--- config.mk ---
export PLATFORM = sky130hd
export DESIGN_NAME = rv_core
export DESIGN_NICKNAME = d
export VERILOG_FILES = /design/src/source/rv_pkg.sv /design/src/source/rv_core.sv /design/src/source/mem_writeback.sv /design/src/source/execute_unit.sv /design/src/source/decode_regfile.sv /design/src/source/fetch_unit.sv /design/src/source/bus_arbiter.sv
export VERILOG_INCLUDE_DIRS = /design/src /design/src/source
export SDC_FILE = /design/constraint.sdc
export NUM_CORES = 2
export LEC_CHECK = 0
export BUFFER_PORTS_ARGS = -buffer_cell sky130_fd_sc_hd__buf_2
export CAP_MARGIN = 20
export CORE_ASPECT_RATIO = 1.25
export CORE_MARGIN = 3
export CORE_UTILIZATION = 30
export CTS_CLUSTER_DIAMETER = 80
export DETAILED_ROUTE_END_ITERATION = 8
export PLACE_DENSITY = 0.51
export SLEW_MARGIN = 20
export SYNTH_ARGS = -nofsm -noshare
export SYNTH_HDL_FRONTEND = slang
export SYNTH_SLANG_ARGS = --single-unit
--- constraint.sdc ---
create_clock -name clock -period 15.6 [get_ports clock]
set_input_delay 0 -clock clock [delete_from_list [all_inputs] [get_ports clock]]
set_output_delay 0 -clock clock [all_outputs]
set_load 0.1 [all_outputs]
--- src/source/rv_consts.svh ---
`ifndef RV_CONSTS_SVH
`define RV_CONSTS_SVH

`define XLEN       32
`define REG_COUNT  32
`define RESET_PC   32'h0000_0000
`define NOP        32'h0000_0013   // addi x0, x0, 0
`define ZERO_REG   5'd0
`define MEM_WORDS  256

// major opcodes of the supported subset
`define OPC_OP      7'b0110011
`define OPC_OP_IMM  7'b0010011
`define OPC_LOAD    7'b0000011
`define OPC_STORE   7'b0100011
`define OPC_BRANCH  7'b1100011
`define OPC_SYSTEM  7'b1110011

`define F3_ADD     3'b000   // also addi, beq
`define F3_AND     3'b111
`define F3_OR      3'b110
`define F3_WORD    3'b010   // lw, sw
`define F7_BASE    7'b0000000
`define F7_SUB     7'b0100000
`define WFI_INST   32'h1050_0073

`endif
--- src/source/rv_pkg.sv ---
`include "rv_consts.svh"

package rv_pkg;

	typedef logic [`XLEN-1:0] xlen_t;
	typedef logic [31:0] inst_t;
	typedef logic [4:0] reg_idx_t;

	// command on the shared memory port
	typedef enum logic [1:0] {
		BUS_NONE  = 2'd0,
		BUS_LOAD  = 2'd1,
		BUS_STORE = 2'd2
	} mem_cmd_e;

	typedef enum logic [1:0] {
		ALU_ADD = 2'd0,
		ALU_SUB = 2'd1,
		ALU_AND = 2'd2,
		ALU_OR  = 2'd3
	} alu_op_e;

	// operand source in execute
	typedef enum logic [1:0] {
		FWD_REG = 2'd0,   // register file value from decode
		FWD_EX  = 2'd1,   // ex/mem alu result
		FWD_WB  = 2'd2    // value being written back
	} fwd_sel_e;

	typedef enum logic [1:0] {
		NO_ERROR      = 2'd0,
		ILLEGAL_INST  = 2'd1,
		HALTED_ON_WFI = 2'd2
	} error_e;

endpackage

--- src/source/rv_core.sv ---
`timescale 1ns/1ps

module rv_core (
	input  logic              clock,
	input  logic              rst,
	input  rv_pkg::xlen_t     mem_rdata,
	output rv_pkg::mem_cmd_e  mem_command,
	output rv_pkg::xlen_t     mem_addr,
	output rv_pkg::xlen_t     mem_wdata,
	output logic              commit_valid,
	output logic              commit_wr_en,
	output rv_pkg::reg_idx_t  commit_wr_idx,
	output rv_pkg::xlen_t     commit_wr_data,
	output rv_pkg::xlen_t     commit_pc,
	output rv_pkg::error_e    error_status
);
	import rv_pkg::*;

	xlen_t    fetch_addr, rdata, if_pc, branch_target;
	xlen_t    data_addr, data_wdata;
	mem_cmd_e data_cmd;
	logic     fetch_grant, fetch_rvalid, load_rvalid, halted;
	inst_t    if_inst;
	logic     if_valid, stall, take_branch;
	xlen_t    id_pc, id_rs1_val, id_rs2_val, id_imm;
	reg_idx_t id_rs1, id_rs2, id_rd;
	alu_op_e  id_alu_op;
	logic     id_use_imm, id_rd_mem, id_wr_mem, id_branch, id_halt, id_illegal, id_valid;
	xlen_t    ex_result, ex_store_data, ex_pc;
	reg_idx_t ex_rd;
	logic     ex_rd_mem, ex_wr_mem, ex_halt, ex_illegal, ex_valid;

	//////////////////////////////////////////////////////////////////////
	// shared memory port
	//////////////////////////////////////////////////////////////////////

	bus_arbiter arbiter (.*);

	//////////////////////////////////////////////////////////////////////
	// pipeline stages
	//////////////////////////////////////////////////////////////////////

	fetch_unit fetch (.*);

	decode_regfile decode (
		.*,
		.flush   (take_branch),
		.wb_en   (commit_wr_en),
		.wb_idx  (commit_wr_idx),
		.wb_data (commit_wr_data)
	);

	execute_unit execute (
		.*,
		.wb_en   (commit_wr_en),
		.wb_idx  (commit_wr_idx),
		.wb_data (commit_wr_data)
	);

	mem_writeback memwb (   // drives the writeback port straight out
		.*,
		.wb_en   (commit_wr_en),
		.wb_idx  (commit_wr_idx),
		.wb_data (commit_wr_data)
	);

endmodule

--- src/source/mem_writeback.sv ---
`timescale 1ns/1ps
`include "rv_consts.svh"

module mem_writeback (
	input  logic              clock,
	input  logic              rst,
	input  rv_pkg::xlen_t     ex_result,
	input  rv_pkg::xlen_t     ex_store_data,
	input  rv_pkg::reg_idx_t  ex_rd,
	input  logic              ex_rd_mem,
	input  logic              ex_wr_mem,
	input  logic              ex_halt,
	input  logic              ex_illegal,
	input  logic              ex_valid,
	input  rv_pkg::xlen_t     ex_pc,
	input  logic              load_rvalid,
	input  rv_pkg::xlen_t     rdata,
	output rv_pkg::mem_cmd_e  data_cmd,
	output rv_pkg::xlen_t     data_addr,
	output rv_pkg::xlen_t     data_wdata,
	output logic              wb_en,
	output rv_pkg::reg_idx_t  wb_idx,
	output rv_pkg::xlen_t     wb_data,
	output logic              commit_valid,
	output rv_pkg::xlen_t     commit_pc,
	output rv_pkg::error_e    error_status,
	output logic              halted
);
	import rv_pkg::*;

	logic   wb_valid, wb_is_load, wb_halt, wb_illegal;
	xlen_t  wb_result;
	error_e err_q;

	// nothing younger than a halting instruction may touch memory
	always_comb begin
		data_cmd = BUS_NONE;
		if (ex_valid && !halted) begin
			if (ex_rd_mem)
				data_cmd = BUS_LOAD;
			else if (ex_wr_mem)
				data_cmd = BUS_STORE;
		end
	end
	assign data_addr  = ex_result;
	assign data_wdata = ex_store_data;

	//////////////////////////////////////////////////////////////////////
	// mem/wb register and writeback
	//////////////////////////////////////////////////////////////////////

	always_ff @(posedge clock) begin
		if (rst) begin
			wb_valid   <= 1'b0;
			wb_halt    <= 1'b0;
			wb_illegal <= 1'b0;
			err_q      <= NO_ERROR;
		end else begin
			wb_valid   <= ex_valid;
			wb_halt    <= ex_halt;
			wb_illegal <= ex_illegal;
			if (err_q == NO_ERROR && wb_valid && wb_illegal)
				err_q <= ILLEGAL_INST;
			else if (err_q == NO_ERROR && wb_valid && wb_halt)
				err_q <= HALTED_ON_WFI;
		end
	end

	always_ff @(posedge clock) begin
		wb_idx     <= ex_rd;
		wb_is_load <= ex_rd_mem;
		wb_result  <= ex_result;
		commit_pc  <= ex_pc;
	end

	assign halted       = (err_q != NO_ERROR) || (wb_valid && (wb_halt || wb_illegal));
	assign commit_valid = wb_valid && !wb_illegal && (err_q == NO_ERROR);
	assign wb_en        = commit_valid && (wb_idx != `ZERO_REG);
	assign wb_data      = (wb_is_load && load_rvalid) ? rdata : wb_result;
	assign error_status = err_q;   // sticky

endmodule

--- src/source/execute_unit.sv ---
`timescale 1ns/1ps
`include "rv_consts.svh"

module execute_unit (
	input  logic              clock,
	input  logic              rst,
	input  rv_pkg::xlen_t     id_pc,
	input  rv_pkg::xlen_t     id_rs1_val,
	input  rv_pkg::xlen_t     id_rs2_val,
	input  rv_pkg::xlen_t     id_imm,
	input  rv_pkg::reg_idx_t  id_rs1,
	input  rv_pkg::reg_idx_t  id_rs2,
	input  rv_pkg::reg_idx_t  id_rd,
	input  rv_pkg::alu_op_e   id_alu_op,
	input  logic              id_use_imm,
	input  logic              id_rd_mem,
	input  logic              id_wr_mem,
	input  logic              id_branch,
	input  logic              id_halt,
	input  logic              id_illegal,
	input  logic              id_valid,
	input  logic              wb_en,
	input  rv_pkg::reg_idx_t  wb_idx,
	input  rv_pkg::xlen_t     wb_data,
	output logic              take_branch,
	output rv_pkg::xlen_t     branch_target,
	output rv_pkg::xlen_t     ex_result,
	output rv_pkg::xlen_t     ex_store_data,
	output rv_pkg::reg_idx_t  ex_rd,
	output logic              ex_rd_mem,
	output logic              ex_wr_mem,
	output logic              ex_halt,
	output logic              ex_illegal,
	output logic              ex_valid,
	output rv_pkg::xlen_t     ex_pc
);
	import rv_pkg::*;

	fwd_sel_e sel_a, sel_b;
	xlen_t    op_a, rs2_fwd, op_b, result;

	// newest producer wins; a load in ex/mem never matches thanks to the stall
	function automatic fwd_sel_e pick(input reg_idx_t idx);
		if (idx == `ZERO_REG)
			return FWD_REG;
		if (ex_valid && !ex_rd_mem && ex_rd == idx)
			return FWD_EX;
		if (wb_en && wb_idx == idx)
			return FWD_WB;
		return FWD_REG;
	endfunction

	function automatic xlen_t operand(input fwd_sel_e sel, input xlen_t reg_val);
		case (sel)
			FWD_EX:  return ex_result;
			FWD_WB:  return wb_data;
			default: return reg_val;
		endcase
	endfunction

	always_comb begin
		sel_a   = pick(id_rs1);
		sel_b   = pick(id_rs2);
		op_a    = operand(sel_a, id_rs1_val);
		rs2_fwd = operand(sel_b, id_rs2_val);
		op_b    = id_use_imm ? id_imm : rs2_fwd;
	end

	always_comb begin
		case (id_alu_op)
			ALU_SUB: result = op_a - op_b;
			ALU_AND: result = op_a & op_b;
			ALU_OR:  result = op_a | op_b;
			default: result = op_a + op_b;   // add, addi, address
		endcase
	end

	// beq resolves here
	assign take_branch   = id_valid && id_branch && (op_a == rs2_fwd);
	assign branch_target = id_pc + id_imm;

	//////////////////////////////////////////////////////////////////////
	// ex/mem register
	//////////////////////////////////////////////////////////////////////

	always_ff @(posedge clock) begin
		if (rst) begin
			ex_valid   <= 1'b0;
			ex_rd      <= `ZERO_REG;
			ex_rd_mem  <= 1'b0;
			ex_wr_mem  <= 1'b0;
			ex_halt    <= 1'b0;
			ex_illegal <= 1'b0;
		end else begin
			ex_valid   <= id_valid;
			ex_rd      <= id_rd;
			ex_rd_mem  <= id_rd_mem;
			ex_wr_mem  <= id_wr_mem;
			ex_halt    <= id_halt;
			ex_illegal <= id_illegal;
		end
	end

	always_ff @(posedge clock) begin
		ex_result     <= result;
		ex_store_data <= rs2_fwd;
		ex_pc         <= id_pc;
	end

endmodule

--- src/source/decode_regfile.sv ---
`timescale 1ns/1ps
`include "rv_consts.svh"

module decode_regfile (
	input  logic              clock,
	input  logic              rst,
	input  rv_pkg::inst_t     if_inst,
	input  rv_pkg::xlen_t     if_pc,
	input  logic              if_valid,
	input  logic              flush,
	input  logic              wb_en,
	input  rv_pkg::reg_idx_t  wb_idx,
	input  rv_pkg::xlen_t     wb_data,
	output logic              stall,
	output rv_pkg::xlen_t     id_pc,
	output rv_pkg::xlen_t     id_rs1_val,
	output rv_pkg::xlen_t     id_rs2_val,
	output rv_pkg::xlen_t     id_imm,
	output rv_pkg::reg_idx_t  id_rs1,
	output rv_pkg::reg_idx_t  id_rs2,
	output rv_pkg::reg_idx_t  id_rd,
	output rv_pkg::alu_op_e   id_alu_op,
	output logic              id_use_imm,
	output logic              id_rd_mem,
	output logic              id_wr_mem,
	output logic              id_branch,
	output logic              id_halt,
	output logic              id_illegal,
	output logic              id_valid
);
	import rv_pkg::*;

	xlen_t    regs [`REG_COUNT];
	reg_idx_t rs1, rs2, rd;
	xlen_t    imm, rs1_val, rs2_val;
	alu_op_e  alu_op;
	logic     use_imm, rd_mem, wr_mem, branch, halt, illegal;
	logic     live;

	//////////////////////////////////////////////////////////////////////
	// decoder
	//////////////////////////////////////////////////////////////////////

	always_comb begin
		rs1     = if_inst[19:15];
		rs2     = if_inst[24:20];
		rd      = if_inst[11:7];
		imm     = {{20{if_inst[31]}}, if_inst[31:20]};   // i-type
		alu_op  = ALU_ADD;
		use_imm = 1'b0;
		rd_mem  = 1'b0;
		wr_mem  = 1'b0;
		branch  = 1'b0;
		halt    = 1'b0;
		illegal = 1'b0;
		case (if_inst[6:0])
			`OPC_OP: begin
				if (if_inst[31:25] == `F7_BASE && if_inst[14:12] == `F3_ADD)
					alu_op = ALU_ADD;
				else if (if_inst[31:25] == `F7_SUB && if_inst[14:12] == `F3_ADD)
					alu_op = ALU_SUB;
				else if (if_inst[31:25] == `F7_BASE && if_inst[14:12] == `F3_AND)
					alu_op = ALU_AND;
				else if (if_inst[31:25] == `F7_BASE && if_inst[14:12] == `F3_OR)
					alu_op = ALU_OR;
				else
					illegal = 1'b1;
			end
			`OPC_OP_IMM, `OPC_LOAD: begin
				use_imm = 1'b1;
				rs2     = `ZERO_REG;   // no second source
				rd_mem  = (if_inst[6:0] == `OPC_LOAD);
				if (if_inst[14:12] != (rd_mem ? `F3_WORD : `F3_ADD))
					illegal = 1'b1;
			end
			`OPC_STORE: begin
				use_imm = 1'b1;
				wr_mem  = 1'b1;
				rd      = `ZERO_REG;
				imm     = {{20{if_inst[31]}}, if_inst[31:25], if_inst[11:7]};
				illegal = (if_inst[14:12] != `F3_WORD);
			end
			`OPC_BRANCH: begin
				branch  = 1'b1;
				rd      = `ZERO_REG;
				imm     = {{19{if_inst[31]}}, if_inst[31], if_inst[7],
				           if_inst[30:25], if_inst[11:8], 1'b0};
				illegal = (if_inst[14:12] != `F3_ADD);
			end
			`OPC_SYSTEM: begin
				halt    = (if_inst == `WFI_INST);
				illegal = !halt;
				rd      = `ZERO_REG;
			end
			default: illegal = 1'b1;
		endcase
		if (illegal || halt) begin   // kill every side effect
			rs1    = `ZERO_REG;
			rs2    = `ZERO_REG;
			rd     = `ZERO_REG;
			rd_mem = 1'b0;
			wr_mem = 1'b0;
			branch = 1'b0;
		end
	end

	//////////////////////////////////////////////////////////////////////
	// register file, write-through on a same-cycle writeback
	//////////////////////////////////////////////////////////////////////

	always_comb begin
		rs1_val = regs[rs1];
		rs2_val = regs[rs2];
		if (wb_en && wb_idx == rs1)
			rs1_val = wb_data;
		if (wb_en && wb_idx == rs2)
			rs2_val = wb_data;
		if (rs1 == `ZERO_REG)
			rs1_val = '0;
		if (rs2 == `ZERO_REG)
			rs2_val = '0;
	end

	always_ff @(posedge clock) begin
		if (rst) begin
			for (int i = 0; i < `REG_COUNT; i++)
				regs[i] <= '0;
		end else if (wb_en && wb_idx != `ZERO_REG) begin
			regs[wb_idx] <= wb_data;
		end
	end

	// load-use: the load in id/ex has no data until writeback
	assign stall = if_valid && id_valid && id_rd_mem && id_rd != `ZERO_REG &&
	               (id_rd == rs1 || id_rd == rs2);
	assign live = if_valid && !stall && !flush;

	//////////////////////////////////////////////////////////////////////
	// id/ex register
	//////////////////////////////////////////////////////////////////////

	always_ff @(posedge clock) begin
		if (rst) begin
			id_valid   <= 1'b0;
			id_rd      <= `ZERO_REG;
			id_rd_mem  <= 1'b0;
			id_wr_mem  <= 1'b0;
			id_branch  <= 1'b0;
			id_halt    <= 1'b0;
			id_illegal <= 1'b0;
		end else begin   // bubble on stall or flush
			id_valid   <= live;
			id_rd      <= live ? rd : `ZERO_REG;
			id_rd_mem  <= live && rd_mem;
			id_wr_mem  <= live && wr_mem;
			id_branch  <= live && branch;
			id_halt    <= live && halt;
			id_illegal <= live && illegal;
		end
	end

	always_ff @(posedge clock) begin
		id_pc      <= if_pc;
		id_rs1_val <= rs1_val;
		id_rs2_val <= rs2_val;
		id_imm     <= imm;
		id_rs1     <= rs1;
		id_rs2     <= rs2;
		id_alu_op  <= alu_op;
		id_use_imm <= use_imm;
	end

endmodule

--- src/source/fetch_unit.sv ---
`timescale 1ns/1ps
`include "rv_consts.svh"

module fetch_unit (
	input  logic           clock,
	input  logic           rst,
	input  logic           fetch_grant,
	input  logic           fetch_rvalid,
	input  rv_pkg::xlen_t  rdata,
	input  logic           stall,
	input  logic           take_branch,
	input  rv_pkg::xlen_t  branch_target,
	output rv_pkg::xlen_t  fetch_addr,
	output rv_pkg::inst_t  if_inst,
	output rv_pkg::xlen_t  if_pc,
	output logic           if_valid
);
	import rv_pkg::*;

	xlen_t pc;
	xlen_t req_pc;      // address of the fetch in flight
	logic  req_valid;   // cleared on redirect, so a stale answer is dropped
	inst_t hold_inst;   // answer that came back while decode stalled
	xlen_t hold_pc;
	logic  hold_valid;
	logic  accept;
	logic  answer;

	assign fetch_addr = pc;
	assign accept = fetch_grant && !stall && !take_branch;
	assign answer = fetch_rvalid && req_valid;

	always_ff @(posedge clock) begin
		if (rst) begin
			pc         <= `RESET_PC;
			req_valid  <= 1'b0;
			hold_valid <= 1'b0;
			if_valid   <= 1'b0;
		end else if (take_branch) begin   // squash everything younger
			pc         <= branch_target;
			req_valid  <= 1'b0;
			hold_valid <= 1'b0;
			if_valid   <= 1'b0;
		end else begin
			if (accept)
				pc <= pc + `XLEN'd4;
			req_valid <= accept;
			if (!stall) begin
				if_valid   <= hold_valid || answer;
				hold_valid <= 1'b0;
			end else if (answer) begin
				hold_valid <= 1'b1;
			end
		end
	end

	always_ff @(posedge clock) begin
		if (accept)
			req_pc <= pc;
		if (!stall) begin
			if_inst <= hold_valid ? hold_inst : rdata;
			if_pc   <= hold_valid ? hold_pc : req_pc;
		end else if (answer) begin
			hold_inst <= rdata;
			hold_pc   <= req_pc;
		end
	end

endmodule

--- src/source/bus_arbiter.sv ---
`timescale 1ns/1ps

module bus_arbiter (
	input  logic              clock,
	input  logic              rst,
	input  rv_pkg::xlen_t     fetch_addr,
	input  rv_pkg::mem_cmd_e  data_cmd,
	input  rv_pkg::xlen_t     data_addr,
	input  rv_pkg::xlen_t     data_wdata,
	input  rv_pkg::xlen_t     mem_rdata,
	input  logic              halted,
	output rv_pkg::mem_cmd_e  mem_command,
	output rv_pkg::xlen_t     mem_addr,
	output rv_pkg::xlen_t     mem_wdata,
	output logic              fetch_grant,
	output logic              fetch_rvalid,
	output logic              load_rvalid,
	output rv_pkg::xlen_t     rdata
);
	import rv_pkg::*;

	logic running;   // low in reset and the first cycle out of it

	always_comb begin
		mem_command = BUS_NONE;
		mem_addr    = fetch_addr;
		mem_wdata   = data_wdata;
		fetch_grant = 1'b0;
		if (running && !halted) begin
			if (data_cmd != BUS_NONE) begin   // data side wins the port
				mem_command = data_cmd;
				mem_addr    = data_addr;
			end else begin
				mem_command = BUS_LOAD;
				fetch_grant = 1'b1;
			end
		end
	end

	// remember who owned this load cycle, data comes back next cycle
	always_ff @(posedge clock) begin
		if (rst) begin
			running      <= 1'b0;
			fetch_rvalid <= 1'b0;
			load_rvalid  <= 1'b0;
		end else begin
			running      <= 1'b1;
			fetch_rvalid <= fetch_grant;
			load_rvalid  <= (mem_command == BUS_LOAD) && !fetch_grant;
		end
	end

	assign rdata = mem_rdata;

endmodule

== Word-level counts from Yosys, hierarchy flattened ==
Memories as Yosys holds them, arrays and structs flattened.
Index checks and enable logic that the tools add are counted.

* Logic and storage cells: 237
* Memories: 1
* Bits in registers: 512
* Input port bits: 34
* Memory bits (writable): 1024

{| class="wikitable"
|+ Memories
! name !! depth !! bits a word !! read ports !! clocked after Yosys merged registers in !! write ports !! RTL line !! text
|-
| decode.regs || 32 || 32 || 2 || 0 || 32 || decode_regfile.sv:33 || <nowiki>xlen_t regs [`REG_COUNT];</nowiki>
|}

* Eq/ne operators: 29
* Reduce and logical (&&, ||, !) cells: 75
* Mux-type cells: 77
* Add/subtract/negate cells: 4
* Bitwise operators: 5

{| class="wikitable"
|+ Operators by type and width
! operator !! number
|-
| $mux 32 || 11
|-
| $pmux 32 s2 || 2
|-
| $pmux 32 s3 || 1
|-
| $add 32x32->32 || 2
|-
| $eq 5x5->1 || 8
|-
| $mux 2 || 20
|-
| $logic_and 1x1->1 || 39
|-
| $mux 1 || 37
|-
| $add 32x3->32 const B || 1
|-
| $and 32x32->32 || 1
|-
| $eq 32x29->1 const B || 1
|-
| $eq 32x32->1 || 1
|-
| $or 32x32->32 || 1
|-
| $reduce_or 32->1 || 1
|-
| $sub 32x32->32 || 1
|-
| $pmux 12 s2 || 1
|-
| $eq 7x6->1 const B || 3
|-
| $logic_not 5->1 || 4
|-
| $mux 5 || 4
|-
| $eq 7x7->1 const B || 2
|-
| $reduce_bool 5->1 || 2
|-
| $reduce_or 3->1 || 3
|-
| $eq 2x1->1 const B || 4
|-
| $eq 2x2->1 const B || 4
|-
| other kinds (17) || 36
|}

== Depth between registers and ports, before layout ==
* Word-level depth: 19
* Gate-level depth with buffers: 31
* Mapped depth without buffers: 27

== Modules after synthesis ==
A second synthesis with hierarchy kept.

* Cells, all modules: 7568
* Area total of the unflattened synthesis: 80922.6 µm²

{| class="wikitable"
|+ By module, submodules not included
! module !! instances !! area an instance (µm²) !! seq. area each (µm²) !! cells each
|-
| decode_regfile || 1 || 60633.2 || 33412.0 || 5636
|-
| execute_unit || 1 || 9206.3 || 2122.0 || 1144
|-
| fetch_unit || 1 || 7586.0 || 5505.3 || 483
|-
| mem_writeback || 1 || 2494.9 || 1501.4 || 193
|-
| bus_arbiter || 1 || 1002.2 || 60.1 || 112
|}

== Worst setup path after synthesis ==
Ideal clock, no wire load.

* Kind: flip-flop to flip-flop
* Start point: register fetch.if_inst[13]
* End point: register fetch.hold_inst[0] (enable)
* Stages on the path, launching flop included: 10
* Arrival: 7.759 ns
* Buffers on the path: 1
* Required time: 14.774 ns
* Path slack: 7.015 ns
* Library setup time: 0.826 ns
* Period minus slack after synthesis: 8.585 ns
* Cells stage by stage: edfxtp_1 or3_1 a2111oi_4 nand2_1 nand2_2 a211oi_1 o22a_1 clkbuf_1 nor2_1 nor2_1

* Longest elaborated chain between the ends: 13
* Elaborated cells on any way between the ends: 27

{| class="wikitable"
|+ RTL lines
! item !! RTL line !! text
|-
| start, declared || fetch_unit.sv:14 || <nowiki>output rv_pkg::inst_t if_inst,</nowiki>
|-
| start signal, assigned || fetch_unit.sv:61 || <nowiki>if_inst <= hold_valid ? hold_inst : rdata;</nowiki>
|-
| $eq 3x3->1 (no source line) || n/a ||
|-
| $logic_and 1x1->1 (no source line) || n/a ||
|-
| $mux 1 || decode_regfile.sv:64 || <nowiki>else if (if_inst[31:25] == `F7_BASE && if_inst[14:12] == `F3_OR)</nowiki>
|-
| $mux 1 || decode_regfile.sv:62 || <nowiki>else if (if_inst[31:25] == `F7_BASE && if_inst[14:12] == `F3_AND)</nowiki>
|-
| $mux 1 || decode_regfile.sv:60 || <nowiki>else if (if_inst[31:25] == `F7_SUB && if_inst[14:12] == `F3_ADD)</nowiki>
|-
| $mux 1 || decode_regfile.sv:58 || <nowiki>if (if_inst[31:25] == `F7_BASE && if_inst[14:12] == `F3_ADD)</nowiki>
|-
| $pmux 1 s5 || decode_regfile.sv:56 || <nowiki>case (if_inst[6:0])</nowiki>
|-
| $logic_or 1x1->1 (*) || decode_regfile.sv:97 || <nowiki>if (illegal || halt) begin</nowiki>
|-
| $mux 5 || decode_regfile.sv:97 ||
|-
| $eq 5x5->1 || decode_regfile.sv:135 || <nowiki>(id_rd == rs1 || id_rd == rs2);</nowiki>
|-
| $logic_or 1x1->1 (*) || decode_regfile.sv:135 ||
|-
| $logic_and 1x1->1 (*) || decode_regfile.sv:134 || <nowiki>assign stall = if_valid && id_valid && id_rd_mem && id_rd != `ZERO_REG &&</nowiki>
|-
| $reduce_and 2->1 (no source line) (*) || n/a ||
|-
| end signal, assigned || fetch_unit.sv:64 || <nowiki>hold_inst <= rdata;</nowiki>
|-
| end, declared || fetch_unit.sv:23 || <nowiki>inst_t hold_inst;</nowiki>
|}

Mark *: on every way between the ends. The rest lies on a longest branch, timed or not.
A chain may end at the register's enable or synchronous reset.

== Final worst setup path ==
* Start point: register memwb.wb_idx[2]
* End point: register execute.ex_result[28]

* Longest elaborated chain between the ends: 14
* Elaborated cells on any way between the ends: 32

{| class="wikitable"
|+ RTL lines
! item !! RTL line !! text
|-
| start, declared || mem_writeback.sv:22 || <nowiki>output rv_pkg::reg_idx_t wb_idx,</nowiki>
|-
| start signal, assigned || mem_writeback.sv:70 || <nowiki>wb_idx <= ex_rd;</nowiki>
|-
| $reduce_bool 5->1 (no source line) || n/a ||
|-
| $logic_and 1x1->1 || mem_writeback.sv:78 || <nowiki>assign wb_en = commit_valid && (wb_idx != `ZERO_REG);</nowiki>
|-
| $logic_and 1x1->1 || execute_unit.sv:48 || <nowiki>if (wb_en && wb_idx == idx)</nowiki>
|-
| $mux 1 (2 in a row) || execute_unit.sv:48 ||
|-
| $mux 1 || execute_unit.sv:46 || <nowiki>if (ex_valid && !ex_rd_mem && ex_rd == idx)</nowiki>
|-
| $mux 2 || execute_unit.sv:50 || <nowiki>return FWD_REG;</nowiki>
|-
| $mux 2 || execute_unit.sv:48 ||
|-
| $mux 2 || execute_unit.sv:46 ||
|-
| $eq 2x2->1 / $eq 2x1->1 (equally long branches) || execute_unit.sv:54 || <nowiki>case (sel)</nowiki>
|-
| $pmux 32 s2 || execute_unit.sv:54 ||
|-
| $mux 32 || execute_unit.sv:66 || <nowiki>op_b = id_use_imm ? id_imm : rs2_fwd;</nowiki>
|-
| $add 32x32->32, or another cell as far along || execute_unit.sv:74 || <nowiki>default: result = op_a + op_b;</nowiki>
|-
| $pmux 32 s3 (*) || execute_unit.sv:70 || <nowiki>case (id_alu_op)</nowiki>
|-
| net execute.result[28] || execute_unit.sv:40 || <nowiki>xlen_t op_a, rs2_fwd, op_b, result;</nowiki>
|-
| end signal, assigned || execute_unit.sv:105 || <nowiki>ex_result <= result;</nowiki>
|-
| end, declared || execute_unit.sv:27 || <nowiki>output rv_pkg::xlen_t ex_result,</nowiki>
|}

The timed path passes the listed nets; every way through them passes the cells marked *. The select of a mux whose other input is x is not followed.

==> results.sh <==
export IMPL_core_area_sq_um=257100
export IMPL_wirelength_um=356100
export IMPL_max_freq_mhz=113.9
export IMPL_dp_hpwl_um=217700
export IMPL_regToRegStartpoint="memwb.wb_idx[2]"
export IMPL_fp_dieW_um=460.7
export IMPL_fin_crit_sh=0.5627
export IMPL_yosysMostFrequentCell="nor2_1"
export IMPL_r2r_slack_ns=6.82
export IMPL_hold_viol=0
export IMPL_grt_antenna_before_repair=27
export IMPL_vias=66560
export IMPL_grt_max_degree=140
export IMPL_hold_ws_ns=0.04590
export IMPL_synth_area_top_cells="edfxtp_1 (46%), dfxtp_1 (9.1%), nor2_1 (6.0%), nand2_1 (4.5%), mux2i_1 (4.3%)"
export IMPL_synthTopCellsByCount="nor2_1 (1,240), edfxtp_1 (1,184), nand2_1 (939)"
export IMPL_ys_seq_area_frac=0.5494
export IMPL_rsz0062_at_grt="no"
export IMPL_cp_max_fo=17
export IMPL_dp_cells=10710
export IMPL_arrival_ns=9.49
export IMPL_synth_seq_cells=1536
export IMPL_die_area_sq_um=264600
export IMPL_first_pass_iters=6
export IMPL_route_detailed_drc=0
export IMPL_power_density_nw_per_um2=113.1
export IMPL_grt_ovfl_total=0
export IMPL_yosys_cell_types_count=87
export IMPL_endpoint_kind="flip-flop"
export IMPL_fin_cells=11070
export IMPL_grt_pass1_vias=64250
export IMPL_setup_tns_ns=0
export IMPL_cts_path_max_buffers=4
export IMPL_totalPowerFinal_uw=9981
export IMPL_die_h_um=574.4
export IMPL_grt_pass1_wl_um=491900
export IMPL_gp_congestion=0.9397
export IMPL_cp_required_ns=16.32
export IMPL_slowest_stage="o311ai_0"
export IMPL_crit_type="flip-flop to flip-flop"
export IMPL_status="finished, final reports clean"
export IMPL_avgSynthCellArea_sq_um=10.13
export IMPL_post_drt_via_cell_ratio=6.013
export IMPL_hold_path_class="primary input to flip-flop"
export IMPL_cts_tree="yes"
export IMPL_worstRegToRegCells=23
export IMPL_setup_viol=0
export IMPL_relSlewSlack=0.05832
export IMPL_wire_per_inst_um=32.17
export IMPL_startpoint="memwb.wb_idx[2]"
export IMPL_ctsHtreeMaxLevel=4
export IMPL_nNetsFinal=7680
export IMPL_drive_above_1_share=0.1203
export IMPL_syn_to_final_growth_pct=13.86
export IMPL_ys_warn_count=0
export IMPL_worstReg2RegEnd="execute.ex_result[28]"
export IMPL_root_buffer="clkbuf_16"
export IMPL_drt_initial_drc_count=8798
export IMPL_postSynth_asyncResetShare=0
export IMPL_clk_pin_slew_ns=0.06
export IMPL_cts_sinks=1536
export IMPL_synthFlopType="edfxtp_1"
export IMPL_netlist_instances=7655
export IMPL_cts_made_buffers=175
export IMPL_cts_setup_buffers=0
export IMPL_synth_edf_count=1184
export IMPL_synth_top_area_cell="edfxtp_1"
export IMPL_slowest_delay_ns=0.87
export IMPL_grt_util_all_layers=0.2593
export IMPL_maxCapViolations=0
export IMPL_crit_chain="nor3_1 > nand2_1 > nand2_1 > nor4_1 > ha_2 > inv_1 > o311ai_0 > ha_1 > a21boi_0 > nand2_1 > nor4_2 > a31oi_1 > xnor2_1 > ha_1 > and4_1 > nand3_1 > a2111oi_0 > nor3_1 > o21ai_0 > nand3_1 > a211oi_1 > mux2i_1 > o211ai_1"
export IMPL_worstSetupStartpointType="flip-flop"
export IMPL_clock_latency_ns=0.87
export IMPL_leakage_uw=0.03350
export IMPL_fp_row_count=208
export IMPL_tightest_slew_ns=1.408
export IMPL_crit_top_cell="nand2_1"
export IMPL_synth_area_sq_um=77530
export IMPL_fin_skew_ns=0.07325
export IMPL_peakVddDrop_mv=0.1077
export IMPL_portBuffers=172
export IMPL_slew_viol_final=0
export IMPL_netlist_area_leader_share=0.4586
export IMPL_crit_path_end="execute.ex_result[28]"
export IMPL_fin_crit_ns=8.778
export IMPL_ant_nets=0
export IMPL_io_pins=173
export IMPL_initial_core_util=0.3015
==> cells by family after synthesis <==
logic type,Yosys count,share of synthesized area
and+or+nand+nor,2898,0.1608
AOI/OAI and AO/OA,1709,0.1554
DFF,1536,0.5494
buffers and inverters,799,0.03949
muxes,468,0.06287
xor gates and xnor gates,143,0.01615
adders and majority gates,101,0.01578
other,1,0.00004837
==> layer usage <==
metal,wire length (um),up-vias,track usage
met2,161300,4399,0.4135
met3,36320,1210,0.05682
met5,125,-,0
met1,130500,32910,0.3144
li1,-,28030,-
met4,27800,16,0.1712
==> how the worst min path moves through the flow <==
stage,start,to,slack (ns),depth (start not counted)
3_3_place_gp,mem_rdata[7],fetch.hold_inst[7],0.24,1
2_1_floorplan,mem_rdata[0],fetch.hold_inst[0],0.1,0
6_report,mem_rdata[8],fetch.hold_inst[8],0.05,2
3_5_place_dp,mem_rdata[7],fetch.hold_inst[7],0.25,1
5_1_grt,mem_rdata[10],fetch.hold_inst[10],0.03,2
4_1_cts,mem_rdata[10],fetch.hold_inst[10],0.0008,2
==> sequential cells by signal, indices dropped and copies added, names as in the netlist, 13 cells and up <==
signal                 flops
execute.ex_result         32
fetch.if_inst             32
decode.id_rs1_val         32
fetch.req_pc              32
execute.ex_pc             32
decode.id_rs2_val         32
fetch.hold_pc             32
decode.id_imm             13
fetch.if_pc               32
decode.regs             1024
fetch.hold_inst           32
decode.id_pc              32
memwb.wb_result           32
execute.ex_store_data     32
fetch.fetch_addr          32
memwb.commit_pc           32
==> critical path, delay by kind of cell (launching register included) <==
family	cells	cell delay (ns)
AOI/OAI and AO/OA	7	2.95
xor gates and xnor gates	1	0.18
adders and majority gates	3	1.25
buffers and inverters	1	0.34
DFF	1	0.74
muxes	1	0.22
and+or+nand+nor	10	2.94
==> layout make-up <==
class | instances | area (sq um)
fill | 25740 | 168800
tap | 3360 | 4204
timing repair buffer | 400 | 2835
sequential | 1536 | 42610
multi-input combinational | 5351 | 32790
clock inverter | 84 | 708.2
antenna | 10 | 25.02
clock buffer | 226 | 4716
inverter | 103 | 396.6
==> report_power, final <==
part | internal [uW] | leakage [uW] | switching [uW] | total (uW)
registers | 4560 | 0.0151 | 150 | 4710
clock network | 2280 | 0.00264 | 1770 | 4050
logic | 261 | 0.0158 | 959 | 1220
==> cell usage in the layout (no fill, tap or decap), types with 57 or more instances in the layout <==
master / Yosys / final
edfxtp_1: 1184 / 1184
buf_4: 6 / 179
o22ai_1: 167 / 167
o221ai_1: 195 / 195
ha_1: 77 / 75
dfxtp_1: 352 / 349
a2111oi_0: 69 / 69
o21ai_0: 283 / 282
nand2_1: 939 / 873
a211o_1: 70 / 70
nor2_1: 1240 / 1204
nand3_1: 289 / 289
clkbuf_16: 0 / 179
inv_1: 91 / 90
a211oi_1: 117 / 116
mux2i_1: 334 / 330
buf_2: 32 / 171
xnor2_1: 102 / 102
mux2_2: 132 / 132
a21o_1: 68 / 67
a22oi_1: 75 / 75
a311oi_1: 65 / 57
a21oi_1: 211 / 210
a31oi_1: 92 / 91
and3_1: 101 / 99
==> per-stage QoR <==
step                      worst slack (ns)  utilization  instance area (sq um)
after global routing                 6.348       0.3432                  88260
after global placement               6.677       0.3201                  82300
after detailed placement             6.768       0.3202                  82330
after floorplan                      7.015            -                  77650
final                                6.822       0.3433                  88280
after CTS                            6.769       0.3428                  88140
==> what timing repair did <==
| item | in CTS | in global routing |
|---|---|---|
| setup endpoints to repair | 0 | 0 |
| hold buffers | 38 | 0 |
| endpoints found under the hold margin | 205 | 0 |
| resized for setup | 0 | 0 |
Power figures use the tool's default switching activity.
